`config.mk`:
```
export PLATFORM = sky130hd
export DESIGN_NAME = bulk_fifo_top
export DESIGN_NICKNAME = d
export VERILOG_FILES = /design/src/hw/bulk_fifo_pkg.sv /design/src/hw/bulk_fifo_top.sv /design/src/hw/chunk_store.sv /design/src/hw/ring_pointers.sv /design/src/hw/transfer_fsm.sv /design/src/hw/word_packer.sv /design/src/hw/word_unpacker.sv
export SDC_FILE = /design/constraint.sdc
export NUM_CORES = 2
export LEC_CHECK = 0
export BUFFER_PORTS_ARGS = -buffer_cell sky130_fd_sc_hd__clkbuf_2
export CELL_PAD_IN_SITES_DETAIL_PLACEMENT = 0
export CELL_PAD_IN_SITES_GLOBAL_PLACEMENT = 1
export CORE_ASPECT_RATIO = 0.6
export CORE_UTILIZATION = 45
export CTS_CLUSTER_SIZE = 20
export DETAILED_ROUTE_END_ITERATION = 10
export GPL_ROUTABILITY_DRIVEN = 0
export PLACE_DENSITY_LB_ADDON = 0.1
export SYNTH_ARGS = -nofsm -noshare
export SYNTH_HDL_FRONTEND = slang
export SYNTH_MEMORY_MAX_BITS = 65536
export SYNTH_SLANG_ARGS = --single-unit
```
`constraint.sdc`:
```
create_clock -name ti_clk -period 8.7 [get_ports ti_clk]
set_clock_uncertainty 0.1 [all_clocks]
set_input_delay 1.74 -clock ti_clk [delete_from_list [all_inputs] [get_ports ti_clk]]
set_output_delay 1.74 -clock ti_clk [all_outputs]
set_load 0.005 [all_outputs]
```
`src/hw/bulk_fifo_pkg.sv`:
```
package bulk_fifo_pkg;

	////////////////////////////////////////
	// Word and chunk geometry
	////////////////////////////////////////

	localparam int WORD_W          = 16;
	localparam int WORDS_PER_CHUNK = 4;
	localparam int CHUNK_W         = WORD_W * WORDS_PER_CHUNK;
	localparam int WORD_IDX_W      = $clog2(WORDS_PER_CHUNK);

	typedef logic [WORD_W-1:0]  word_t;
	// Word 0 in the low bits, earliest word written
	typedef logic [CHUNK_W-1:0] chunk_t;

	////////////////////////////////////////
	// Depths and capacity
	////////////////////////////////////////

	localparam int IN_CHUNKS     = 4;
	localparam int OUT_CHUNKS    = 4;
	localparam int STORE_CHUNKS  = 64;
	localparam int IN_PTR_W      = $clog2(IN_CHUNKS);
	localparam int OUT_PTR_W     = $clog2(OUT_CHUNKS);
	localparam int STORE_ADDR_W  = $clog2(STORE_CHUNKS);
	localparam int EDGE_COUNT_W  = $clog2(IN_CHUNKS * WORDS_PER_CHUNK + 1);
	localparam int STORE_COUNT_W = $clog2(STORE_CHUNKS + 1);
	localparam int FIFO_CAPACITY = (IN_CHUNKS + STORE_CHUNKS + OUT_CHUNKS) * WORDS_PER_CHUNK;

	typedef logic [STORE_ADDR_W-1:0]  chunk_addr_t;
	typedef logic [EDGE_COUNT_W-1:0]  edge_count_t;
	typedef logic [STORE_COUNT_W-1:0] store_count_t;
	typedef logic [31:0]              fifo_count_t;

	// Scheduler states
	typedef enum logic [1:0] {
		SCHED_IDLE,
		SCHED_STORE,
		SCHED_FETCH,
		SCHED_FETCH_WAIT
	} sched_state_t;

	// Chunk operations seen by the store, pointers and edge buffers
	typedef enum logic [1:0] {
		OP_NONE,
		OP_STORE,
		OP_FETCH
	} chunk_op_t;

endpackage

```
`src/hw/bulk_fifo_top.sv`:
```
module bulk_fifo_top (
	input  logic                       ti_clk,
	input  logic                       rst_n,
	input  logic                       wr_en,
	input  bulk_fifo_pkg::word_t       wr_data,
	input  logic                       rd_en,
	output bulk_fifo_pkg::word_t       rd_data,
	output bulk_fifo_pkg::fifo_count_t word_count
);
	import bulk_fifo_pkg::*;

	chunk_op_t    op;
	logic         chunk_ready;
	logic         chunk_push;
	chunk_t       in_chunk;
	chunk_t       rd_chunk;
	chunk_addr_t  wr_addr;
	chunk_addr_t  rd_addr;
	store_count_t store_chunks;
	logic         store_full;
	logic         store_empty;
	logic         out_room;
	edge_count_t  in_words;
	edge_count_t  out_words;

	////////////////////////////////////////
	// Datapath stages
	////////////////////////////////////////

	word_packer u_packer (
		.ti_clk      (ti_clk),
		.rst_n       (rst_n),
		.wr_en       (wr_en),
		.wr_data     (wr_data),
		.op          (op),
		.chunk_ready (chunk_ready),
		.in_chunk    (in_chunk),
		.in_words    (in_words)
	);

	chunk_store u_store (
		.ti_clk   (ti_clk),
		.op       (op),
		.wr_addr  (wr_addr),
		.rd_addr  (rd_addr),
		.in_chunk (in_chunk),
		.rd_chunk (rd_chunk)
	);

	ring_pointers u_pointers (
		.ti_clk       (ti_clk),
		.rst_n        (rst_n),
		.op           (op),
		.wr_addr      (wr_addr),
		.rd_addr      (rd_addr),
		.store_chunks (store_chunks),
		.store_full   (store_full),
		.store_empty  (store_empty)
	);

	transfer_fsm u_fsm (
		.ti_clk      (ti_clk),
		.rst_n       (rst_n),
		.chunk_ready (chunk_ready),
		.store_full  (store_full),
		.store_empty (store_empty),
		.out_room    (out_room),
		.op          (op),
		.chunk_push  (chunk_push)
	);

	word_unpacker u_unpacker (
		.ti_clk     (ti_clk),
		.rst_n      (rst_n),
		.op         (op),
		.chunk_push (chunk_push),
		.rd_chunk   (rd_chunk),
		.rd_en      (rd_en),
		.rd_data    (rd_data),
		.out_room   (out_room),
		.out_words  (out_words)
	);

	////////////////////////////////////////
	// Occupancy monitor
	////////////////////////////////////////

	// A chunk between fetch and push is briefly left out of the sum
	always_ff @(posedge ti_clk or negedge rst_n) begin
		if (!rst_n) begin
			word_count <= '0;
		end else begin
			word_count <= fifo_count_t'(in_words)
				+ fifo_count_t'({store_chunks, {WORD_IDX_W{1'b0}}})
				+ fifo_count_t'(out_words);
		end
	end

endmodule

```
`src/hw/chunk_store.sv`:
```
module chunk_store (
	input  logic                       ti_clk,
	input  bulk_fifo_pkg::chunk_op_t   op,
	input  bulk_fifo_pkg::chunk_addr_t wr_addr,
	input  bulk_fifo_pkg::chunk_addr_t rd_addr,
	input  bulk_fifo_pkg::chunk_t      in_chunk,
	output bulk_fifo_pkg::chunk_t      rd_chunk
);
	import bulk_fifo_pkg::*;

	// Bulk of the FIFO, a plain single-clock RAM
	chunk_t mem [STORE_CHUNKS];

	////////////////////////////////////////
	// Write port
	////////////////////////////////////////

	always_ff @(posedge ti_clk) begin
		if (op == OP_STORE) begin
			mem[wr_addr] <= in_chunk;
		end
	end

	////////////////////////////////////////
	// Registered read port
	////////////////////////////////////////

	// Data is valid the cycle after OP_FETCH
	always_ff @(posedge ti_clk) begin
		if (op == OP_FETCH) begin
			rd_chunk <= mem[rd_addr];
		end
	end

endmodule

```
`src/hw/ring_pointers.sv`:
```
module ring_pointers (
	input  logic                        ti_clk,
	input  logic                        rst_n,
	input  bulk_fifo_pkg::chunk_op_t    op,
	output bulk_fifo_pkg::chunk_addr_t  wr_addr,
	output bulk_fifo_pkg::chunk_addr_t  rd_addr,
	output bulk_fifo_pkg::store_count_t store_chunks,
	output logic                        store_full,
	output logic                        store_empty
);
	import bulk_fifo_pkg::*;

	assign store_full  = (store_chunks == store_count_t'(STORE_CHUNKS));
	assign store_empty = (store_chunks == '0);

	////////////////////////////////////////
	// Circular addresses and chunk count
	////////////////////////////////////////

	// Addresses wrap on their own since the depth is a power of two
	always_ff @(posedge ti_clk or negedge rst_n) begin
		if (!rst_n) begin
			wr_addr      <= '0;
			rd_addr      <= '0;
			store_chunks <= '0;
		end else begin
			case (op)
				OP_STORE: begin
					wr_addr      <= wr_addr + 1'b1;
					store_chunks <= store_chunks + 1'b1;
				end
				OP_FETCH: begin
					rd_addr      <= rd_addr + 1'b1;
					store_chunks <= store_chunks - 1'b1;
				end
				default: begin
				end
			endcase
		end
	end

endmodule

```
`src/hw/transfer_fsm.sv`:
```
module transfer_fsm (
	input  logic                     ti_clk,
	input  logic                     rst_n,
	input  logic                     chunk_ready,
	input  logic                     store_full,
	input  logic                     store_empty,
	input  logic                     out_room,
	output bulk_fifo_pkg::chunk_op_t op,
	output logic                     chunk_push
);
	import bulk_fifo_pkg::*;

	sched_state_t state;
	sched_state_t nxt_state;
	chunk_op_t    last_op;
	logic         can_store;
	logic         can_fetch;

	assign can_store = chunk_ready && !store_full;
	assign can_fetch = !store_empty && out_room;

	////////////////////////////////////////
	// Next state
	////////////////////////////////////////

	// Flags are settled in IDLE and FETCH_WAIT, so both may start a new transfer
	always_comb begin
		nxt_state = state;
		case (state)
			SCHED_IDLE, SCHED_FETCH_WAIT: begin
				// When both are possible, serve the kind not served last
				if (can_store && (!can_fetch || last_op != OP_STORE)) begin
					nxt_state = SCHED_STORE;
				end else if (can_fetch) begin
					nxt_state = SCHED_FETCH;
				end else begin
					nxt_state = SCHED_IDLE;
				end
			end
			SCHED_STORE: nxt_state = SCHED_IDLE;
			SCHED_FETCH: nxt_state = SCHED_FETCH_WAIT;
			default:     nxt_state = SCHED_IDLE;
		endcase
	end

	always_ff @(posedge ti_clk or negedge rst_n) begin
		if (!rst_n) begin
			state   <= SCHED_IDLE;
			last_op <= OP_NONE;
		end else begin
			state <= nxt_state;
			if (op != OP_NONE) begin
				last_op <= op;
			end
		end
	end

	////////////////////////////////////////
	// Outputs decoded from state
	////////////////////////////////////////

	always_comb begin
		case (state)
			SCHED_STORE: op = OP_STORE;
			SCHED_FETCH: op = OP_FETCH;
			default:     op = OP_NONE;
		endcase
	end

	// RAM output is registered by now
	assign chunk_push = (state == SCHED_FETCH_WAIT);

endmodule

```
`src/hw/word_packer.sv`:
```
module word_packer (
	input  logic                       ti_clk,
	input  logic                       rst_n,
	input  logic                       wr_en,
	input  bulk_fifo_pkg::word_t       wr_data,
	input  bulk_fifo_pkg::chunk_op_t   op,
	output logic                       chunk_ready,
	output bulk_fifo_pkg::chunk_t      in_chunk,
	output bulk_fifo_pkg::edge_count_t in_words
);
	import bulk_fifo_pkg::*;

	chunk_t                chunk_buf [IN_CHUNKS];
	logic [IN_PTR_W-1:0]   head;
	logic [IN_PTR_W-1:0]   tail;
	logic [IN_PTR_W:0]     full_chunks;
	logic [WORD_IDX_W-1:0] fill;
	logic                  accept;
	logic                  chunk_done;
	logic                  pop;

	// Complete chunks times four plus the partial chunk
	assign in_words = {full_chunks, fill};

	// Words past 16 are dropped
	assign accept     = wr_en && (in_words != edge_count_t'(IN_CHUNKS * WORDS_PER_CHUNK));
	assign chunk_done = accept && (fill == WORD_IDX_W'(WORDS_PER_CHUNK - 1));
	assign pop        = (op == OP_STORE);

	assign chunk_ready = (full_chunks != '0);
	assign in_chunk    = chunk_buf[head];

	////////////////////////////////////////
	// Chunk assembly
	////////////////////////////////////////

	// Partial chunk is built in the tail slot, one word lane at a time
	always_ff @(posedge ti_clk) begin
		if (accept) begin
			chunk_buf[tail][fill*WORD_W +: WORD_W] <= wr_data;
		end
	end

	always_ff @(posedge ti_clk or negedge rst_n) begin
		if (!rst_n) begin
			head        <= '0;
			tail        <= '0;
			full_chunks <= '0;
			fill        <= '0;
		end else begin
			if (accept) begin
				fill <= fill + 1'b1;
			end
			if (chunk_done) begin
				tail <= tail + 1'b1;
			end
			// Scheduler only issues a store while chunk_ready is high
			if (pop) begin
				head <= head + 1'b1;
			end
			case ({chunk_done, pop})
				2'b10: full_chunks <= full_chunks + 1'b1;
				2'b01: full_chunks <= full_chunks - 1'b1;
				default: begin
				end
			endcase
		end
	end

endmodule

```
`src/hw/word_unpacker.sv`:
```
module word_unpacker (
	input  logic                       ti_clk,
	input  logic                       rst_n,
	input  bulk_fifo_pkg::chunk_op_t   op,
	input  logic                       chunk_push,
	input  bulk_fifo_pkg::chunk_t      rd_chunk,
	input  logic                       rd_en,
	output bulk_fifo_pkg::word_t       rd_data,
	output logic                       out_room,
	output bulk_fifo_pkg::edge_count_t out_words
);
	import bulk_fifo_pkg::*;

	chunk_t                slot_buf [OUT_CHUNKS];
	logic [OUT_PTR_W-1:0]  head;
	logic [OUT_PTR_W-1:0]  tail;
	logic [OUT_PTR_W:0]    filled;
	logic [OUT_PTR_W:0]    reserved;
	logic [OUT_PTR_W:0]    slots_used;
	logic [WORD_IDX_W-1:0] word_idx;
	logic                  read_word;
	logic                  last_word;

	assign read_word = rd_en && (filled != '0);
	assign last_word = read_word && (word_idx == WORD_IDX_W'(WORDS_PER_CHUNK - 1));

	// A fetch in flight already holds its slot
	assign slots_used = filled + reserved;
	assign out_room   = slots_used < (OUT_PTR_W + 1)'(OUT_CHUNKS);

	// Words left in the filled slots, minus those already read from the head
	assign out_words = {filled, {WORD_IDX_W{1'b0}}} - edge_count_t'(word_idx);

	////////////////////////////////////////
	// Slot storage
	////////////////////////////////////////

	always_ff @(posedge ti_clk) begin
		if (chunk_push) begin
			slot_buf[tail] <= rd_chunk;
		end
	end

	////////////////////////////////////////
	// Slot bookkeeping and word output
	////////////////////////////////////////

	always_ff @(posedge ti_clk or negedge rst_n) begin
		if (!rst_n) begin
			head     <= '0;
			tail     <= '0;
			filled   <= '0;
			reserved <= '0;
			word_idx <= '0;
			rd_data  <= '0;
		end else begin
			case ({op == OP_FETCH, chunk_push})
				2'b10: reserved <= reserved + 1'b1;
				2'b01: reserved <= reserved - 1'b1;
				default: begin
				end
			endcase
			case ({chunk_push, last_word})
				2'b10: filled <= filled + 1'b1;
				2'b01: filled <= filled - 1'b1;
				default: begin
				end
			endcase
			if (chunk_push) begin
				tail <= tail + 1'b1;
			end
			// Empty reads leave rd_data holding the last word
			if (read_word) begin
				rd_data  <= slot_buf[head][word_idx*WORD_W +: WORD_W];
				word_idx <= word_idx + 1'b1;
			end
			if (last_word) begin
				head <= head + 1'b1;
			end
		end
	end

endmodule

```
-- After elaboration in Yosys (flattened, before gate mapping)
Memories as Yosys holds them, arrays and structs flattened. A register that Yosys moved wholly into a read port is not among the register bits.
Index checks and enable logic that the tools add are counted.
- register bits: 92
- RAM bits: 4608
- input port bits: 20
- output and inout bits: 48
- logic and storage cells: 95
- memories kept: 3
- add/subtract/negate cells: 21
- $lt $le $gt $ge: 1
- equality and inequality tests: 16
- shift-type cells: 3
- multiplexer cells: 14
- reductions and logical operators: 21
- memories (name ; depth ; bits a word ; read ports ; clocked after Yosys merged registers in ; wr ports ; line ; RTL):
    u_store.mem ; 64 ; 64 ; 1 ; 1 ; 1 ; chunk_store.sv:12 ; chunk_t mem [STORE_CHUNKS];
    u_packer.chunk_buf ; 4 ; 64 ; 1 ; 0 ; 1 ; word_packer.sv:13 ; chunk_t chunk_buf [IN_CHUNKS];
    u_unpacker.slot_buf ; 4 ; 64 ; 1 ; 0 ; 1 ; word_unpacker.sv:14 ; chunk_t slot_buf [OUT_CHUNKS];
- operators with widths (kind ; count):
    two-way mux 64 bit ; 1
    variable shift 16 x 34 -> 64 bit (first input constant) ; 1
    variable part select 16 x 34 -> 64 bit ; 1
    variable part select 64 x 7 -> 16 bit ; 1
    negator 6 -> 34 bit ; 1
    one-hot mux 3 bit (2 select lines) ; 3
    == test 2 bit (second input constant) ; 8
    one-hot mux 7 bit (2 select lines) ; 1
    adder 2 x 1 -> 2 bit (second input constant) ; 6
    adder 6 x 1 -> 6 bit (second input constant) ; 2
    adder 10 x 5 -> 11 bit ; 1
    adder 5 x 9 -> 10 bit ; 1
    == test 2 x 1 -> 1 bit (second input constant) ; 5
    nonzero test 2 bit ; 5
    adder 3 x 1 -> 3 bit (second input constant) ; 3
    subtractor 3 x 1 -> 3 bit (second input constant) ; 3
    adder 7 x 1 -> 7 bit (second input constant) ; 1
    == test 7 bit (second input constant) ; 1
    logical AND 1 bit ; 7
    logical NOT 7 bit ; 1
    subtractor 7 x 1 -> 7 bit (second input constant) ; 1
    one-hot mux 2 bit (3 select lines) ; 1
    nonzero test 3 bit ; 2
    two-way mux 1 bit ; 5
    other kinds (11) ; 14

-- Logic depth before layout (Yosys ltp)
- depth in word-level cells: 8
- depth in mapped cells: 12
- mapped depth without buffers: 10

-- Modules after synthesis
A second synthesis with hierarchy kept.
- cell total of the unflattened synthesis: 7805
- area, all modules: 180023.9 µm²
- by module, submodules not included (module ; times used ; cells each ; area each (µm²) ; seq. area each (µm²)):
    chunk_store ; 1 ; 6511 ; 156316.2 ; 124919.8
    word_unpacker ; 1 ; 606 ; 11123.2 ; 8388.0
    word_packer ; 1 ; 472 ; 10375.0 ; 7912.6
    ring_pointers ; 1 ; 108 ; 1091.0 ; 475.5
    bulk_fifo_top ; 1 ; 88 ; 889.6 ; 275.3
    transfer_fsm ; 1 ; 20 ; 229.0 ; 100.1

-- Worst setup path before layout
OpenSTA, ideal clock, no wires.
- path type: register -> register
- from: register u_fsm.state[1]
- to: memory u_store.mem[32][0] (netlist bit) (enable)
- setup time: 0.564 ns
- data arrival time: 5.551 ns
- required time: 8.036 ns
- path slack: 2.484 ns
- stages on the path, launching flop included: 6
- path buffers: 1
- period minus slack after synthesis: 6.216 ns
- cell sequence: dfrtp_1 inv_1 ha_1 buf_1 nand4b_1 nor3_1
- cells in the longest elaborated chain, start to end: 5
- elaborated cells between the ends (all ways): 6
- those cells by class: eq/ne (3); mux (3)
- ends and longest elaborated chain (item ; line ; RTL):
    start, declared ; transfer_fsm.sv:13 ; sched_state_t state;
    start signal, assigned ; transfer_fsm.sv:51 ; state <= nxt_state;
    == test 2 bit / == test 2 x 1 -> 1 bit (equally long branches) ; transfer_fsm.sv:63 ; case (state)
    one-hot mux 2 bit (2 select lines) * ; transfer_fsm.sv:63 ;
    net op[0] ; bulk_fifo_top.sv:12 ; chunk_op_t op;
    == test 2 x 1 -> 1 bit * ; chunk_store.sv:19 ; if (op == OP_STORE) begin
    two-way mux 1 bit * ; chunk_store.sv:19 ;
    two-way mux 1 bit (not written as such) * ; chunk_store.sv:20 ; mem[wr_addr] <= in_chunk;
    end, declared ; chunk_store.sv:12 ;
The timed path passes the listed nets; every way through them passes the cells marked *.

-- Final worst setup path
- from: register u_fsm.state[1]
- to: memory u_store.mem[19][3] (netlist bit) (enable)
The elaborated chain is that of the path after synthesis.

==> key figures <==
Synth
  • Ys Warns: 0
  • Seq/Total Area, Yosys: 0.7848
  • Post-synth top area cell: edfxtp_1
  • Number of synthesized register bits: 4743
  • Top FF cell, synth: edfxtp_1
  • Ys async rst share: 0.01497
  • Post-synth EDFFs: roughly 4700
  • Top post-synthesis cells by area: edfxtp_1 77%, mux4_2 14%, mux2i_1 2.0%, dfrtp_1 0.98%, nand2_1 0.56%
  • Mapped Area: about 180000 µm²
  • Mapped Cells: 7972
  • Synth Area per Inst: 22.71 µm²
  • Netlist cell types: 60
  • Top cell type's share of synthesized area: 0.7749

Timing
  • Slew HR: 0.04436
  • Endpoints failing hold: 0
  • Setup violators final: 0
  • Hold slack: 370.6 ps
  • RSZ-0062 raised after global routing: false
  • Fin crit period: approximately 5100 ps
  • Slew Viols, Final: 0
  • TNS Setup: 0 ps
  • Worst slew pin tran: ~1400 ps
  • F_max: 0.1974 GHz
  • Final Cycle Share: 0.5824

Clock tree
  • Max Root-Sink Buffers: 4
  • Clock latency on the worst-skew pair: 990 ps
  • CTS Buf Count: about 440
  • Clk sinks: ~4700
  • Clock tree from TritonCTS: done
  • Post-CTS Resized: 0
  • Clock H-tree levels: 5
  • Post-CTS setup buffer count: 0
  • Clk slew on worst S/H paths: approximately 70 ps
  • Hold buffers post-CTS: 0
  • Root buf cell: clkbuf_16

Routing
  • Drc violations: 0
  • Post-route ant nets: 0
  • DRT Pass-1 Iters: 6
  • Via-to-Cell Ratio: 6.381
  • Total number of vias: slightly below 90000
  • Post-Route WL: approximately 560 mm
  • Wire per inst: between 30 and 40 µm
  • DRT iter0 DRCs: around 13000

GRT
  • First-pass GRT wire length: between 700 and 800 mm
  • GRT Util Overall: 0.2731
  • Vias in the first global route: between 80000 and 90000
  • Initial antenna violation count: 35
  • Largest net degree at the start of global routing: 130
  • Global route overflow: 0

Placement
  • IO buf count: 46
  • DP HPWL: roughly 310 mm

Pwr
  • Power per Cell Area: about 340 nW/µm²
  • Peak VDD IR: approximately 0.28 mV
  • Lkg Pwr: roughly 63 nW

Setup path
  • Type of origin of the critical path: register
  • Critical Path Max Stage Delay: between 1000 and 1500 ps
  • CP Capture Type: register
  • R2R cell count: 6
  • CP max-delay cell: nor2_4
  • Worst EP required: 9160 ps
  • Critical-path maximum fanout: 28
  • Setup Crit Path Kind: reg2reg
  • Worst R2R Start: u_fsm.state[1]
  • Worst reg2reg setup slack: 3630 ps
  • Worst EP arrival: between 5000 and 6000 ps
  • Crit-path cells: inv_1 > ha_1 > nor2b_1 > nand3_1 > nor2_4 > buf_4
  • Reg2reg end: u_store.mem[19][3]

Flow run
  • Maxcap violations: 0

Floorplanning
  • FP Rows: 179
  • Die area: between 400000 and 500000 µm²
  • Core Region: approximately 400000 µm²
  • Initial Utilization: 0.4544
  • Io pins: 68
  • Die Wd: a little over 800 µm
  • Die Ht: 493.3 µm

Finish
  • # fillers: around 31000
  • Layout cell share with drive strength beyond 1: 0.2514
  • Area delta synth->final: 12.11%
  • Post-layout nets: 8372

Status
  • Status: complete, no violations

Hold path
  • HP Start: u_fsm.last_op[1]
  • Hold endpoint: u_fsm.last_op[1]
  • Worst hold stages: 2
  • Hold crit path type: reg2reg
-- worst max-delay path by stage --
| stage | slack, ps | startpoint | depth (start not counted) | to |
|---|---|---|---|---|
| 6_report | 3630 | u_fsm.state[1] | 6 | u_store.mem[19][3] |
| 5_1_grt | 3480 | u_fsm.state[1] | 6 | u_store.mem[19][9] |
| 4_1_cts | 3610 | u_fsm.state[1] | 6 | u_store.mem[59][16] |
| 3_5_place_dp | 3650 | u_fsm.state[1] | 6 | u_store.mem[59][57] |
| 3_3_place_gp | 3690 | u_fsm.state[1] | 6 | u_store.mem[59][57] |
| 2_1_floorplan | 2480 | u_fsm.state[1] | 5 | u_store.mem[32][0] |
-- placed cells by master, fill, tap and decap left out, types with 63 or more instances in the layout --
cell type	count
nor2_4	63
a21oi_1	135
clkinv_2	70
o221ai_1	70
mux2i_1	361
o21ai_0	110
and2_1	72
edfxtp_1	4672
mux4_2	1109
clkbuf_1	85
buf_4	253
clkbuf_16	447
o22ai_1	87
nand2_1	268
clkinv_1	111
-- power by group --
| part | internal (mW) | switching, mW |
|---|---|---|
| Clock | 10.9 | 8.56 |
| Combinational | 6.53 | 11.9 |
| Sequential | 30.0 | 0.823 |
-- state kept, by name, summed over array words and instances (netlist names), 6 cells and up --
register and flops:
u_pointers.wr_addr 6, u_store.rd_chunk 64, u_pointers.store_chunks 7, u_pointers.rd_addr 6, u_packer.chunk_buf 256, u_unpacker.slot_buf 256, u_store.mem 4096, u_unpacker.rd_data 16
word_count 11
-- critical path, delay by kind of cell (launching register included) --
kind	cells	cell delay, ps
buffers and inverters	2	920
adder cells (fa/ha/maj)	1	920
AND/OR/NAND/NOR	3	2100
flip-flops	1	440
-- area by class of cell --
class,count,area [µm²],share of cell area
diodes,7,17.52,0.00008631
clock buffers,537,11570,0.05702
clock inverters,263,2595,0.01279
inverters,36,147.6,0.0007274
multi-input cells,2765,37210,0.1833
flip-flops and latches,4743,142100,0.7002
well taps,5339,6680,0.03291
repair buffers,323,2625,0.01293
-- synthesized netlist by cell type (7+ instances only) --
cell type and count:
edfxtp_1 4672, mux4_2 1115, mux2i_1 361, nand2_1 270, clkbuf_1 182, a21oi_1 135, nor2_1 111, o21ai_0 110
buf_2 98, o22ai_1 87, buf_4 84, and2_1 77, dfrtp_1 71, o221ai_1 70, buf_1 60, a2111oi_0 55
a221oi_1 41, ha_1 35, inv_1 33, xnor2_1 27, buf_6 25, mux2_2 25, nor3_1 24, a22oi_1 19
xor2_1 18, nand3_1 17, o31ai_1 17, and3_1 16, nand2b_1 9, a211o_1 8, o221a_2 8, a21o_1 7
-- metal layers --
metal / share of wire / wire length [µm] / GRT usage / vias to the layer above
li1: - / - / - / 34470
met1: 0.46 / 254100 / 0.4425 / 49740
met2: 0.43 / 238600 / 0.3861 / 4547
met3: 0.090 / 50120 / 0.04900 / 666
met4: 0.026 / 14560 / 0.06360 / 4
met5: 0.000048 / 27 / 0 / -
-- logic make-up after synthesis --
family                   after synthesis  share of synthesized area
XOR/XNOR                              45                   0.002177
buffers and inverters                485                    0.01351
multiplexers                        1501                     0.1602
AO/OA/AOI/OAI                        607                    0.02274
flip-flops                          4743                     0.7848
other                                  1                 0.00002071
adder cells (fa/ha/maj)               41                   0.003082
AND/OR/NAND/NOR                      549                    0.01348
-- per-stage QoR --
stage	instances	worst slack [ps]	utilization	power (mW)	cell area, µm²
CTS	14010	3608	0.5094	69.17	202900
finish	14010	3633	0.5094	68.74	203000
global route	14010	3476	0.5094	71.00	202900
floorplan	7993	2484	-	42.64	181100
global placement	13210	3691	0.4738	49.52	188800
detailed placement	13210	3647	0.4738	49.91	188800
(Power assumes the default switching activity.)
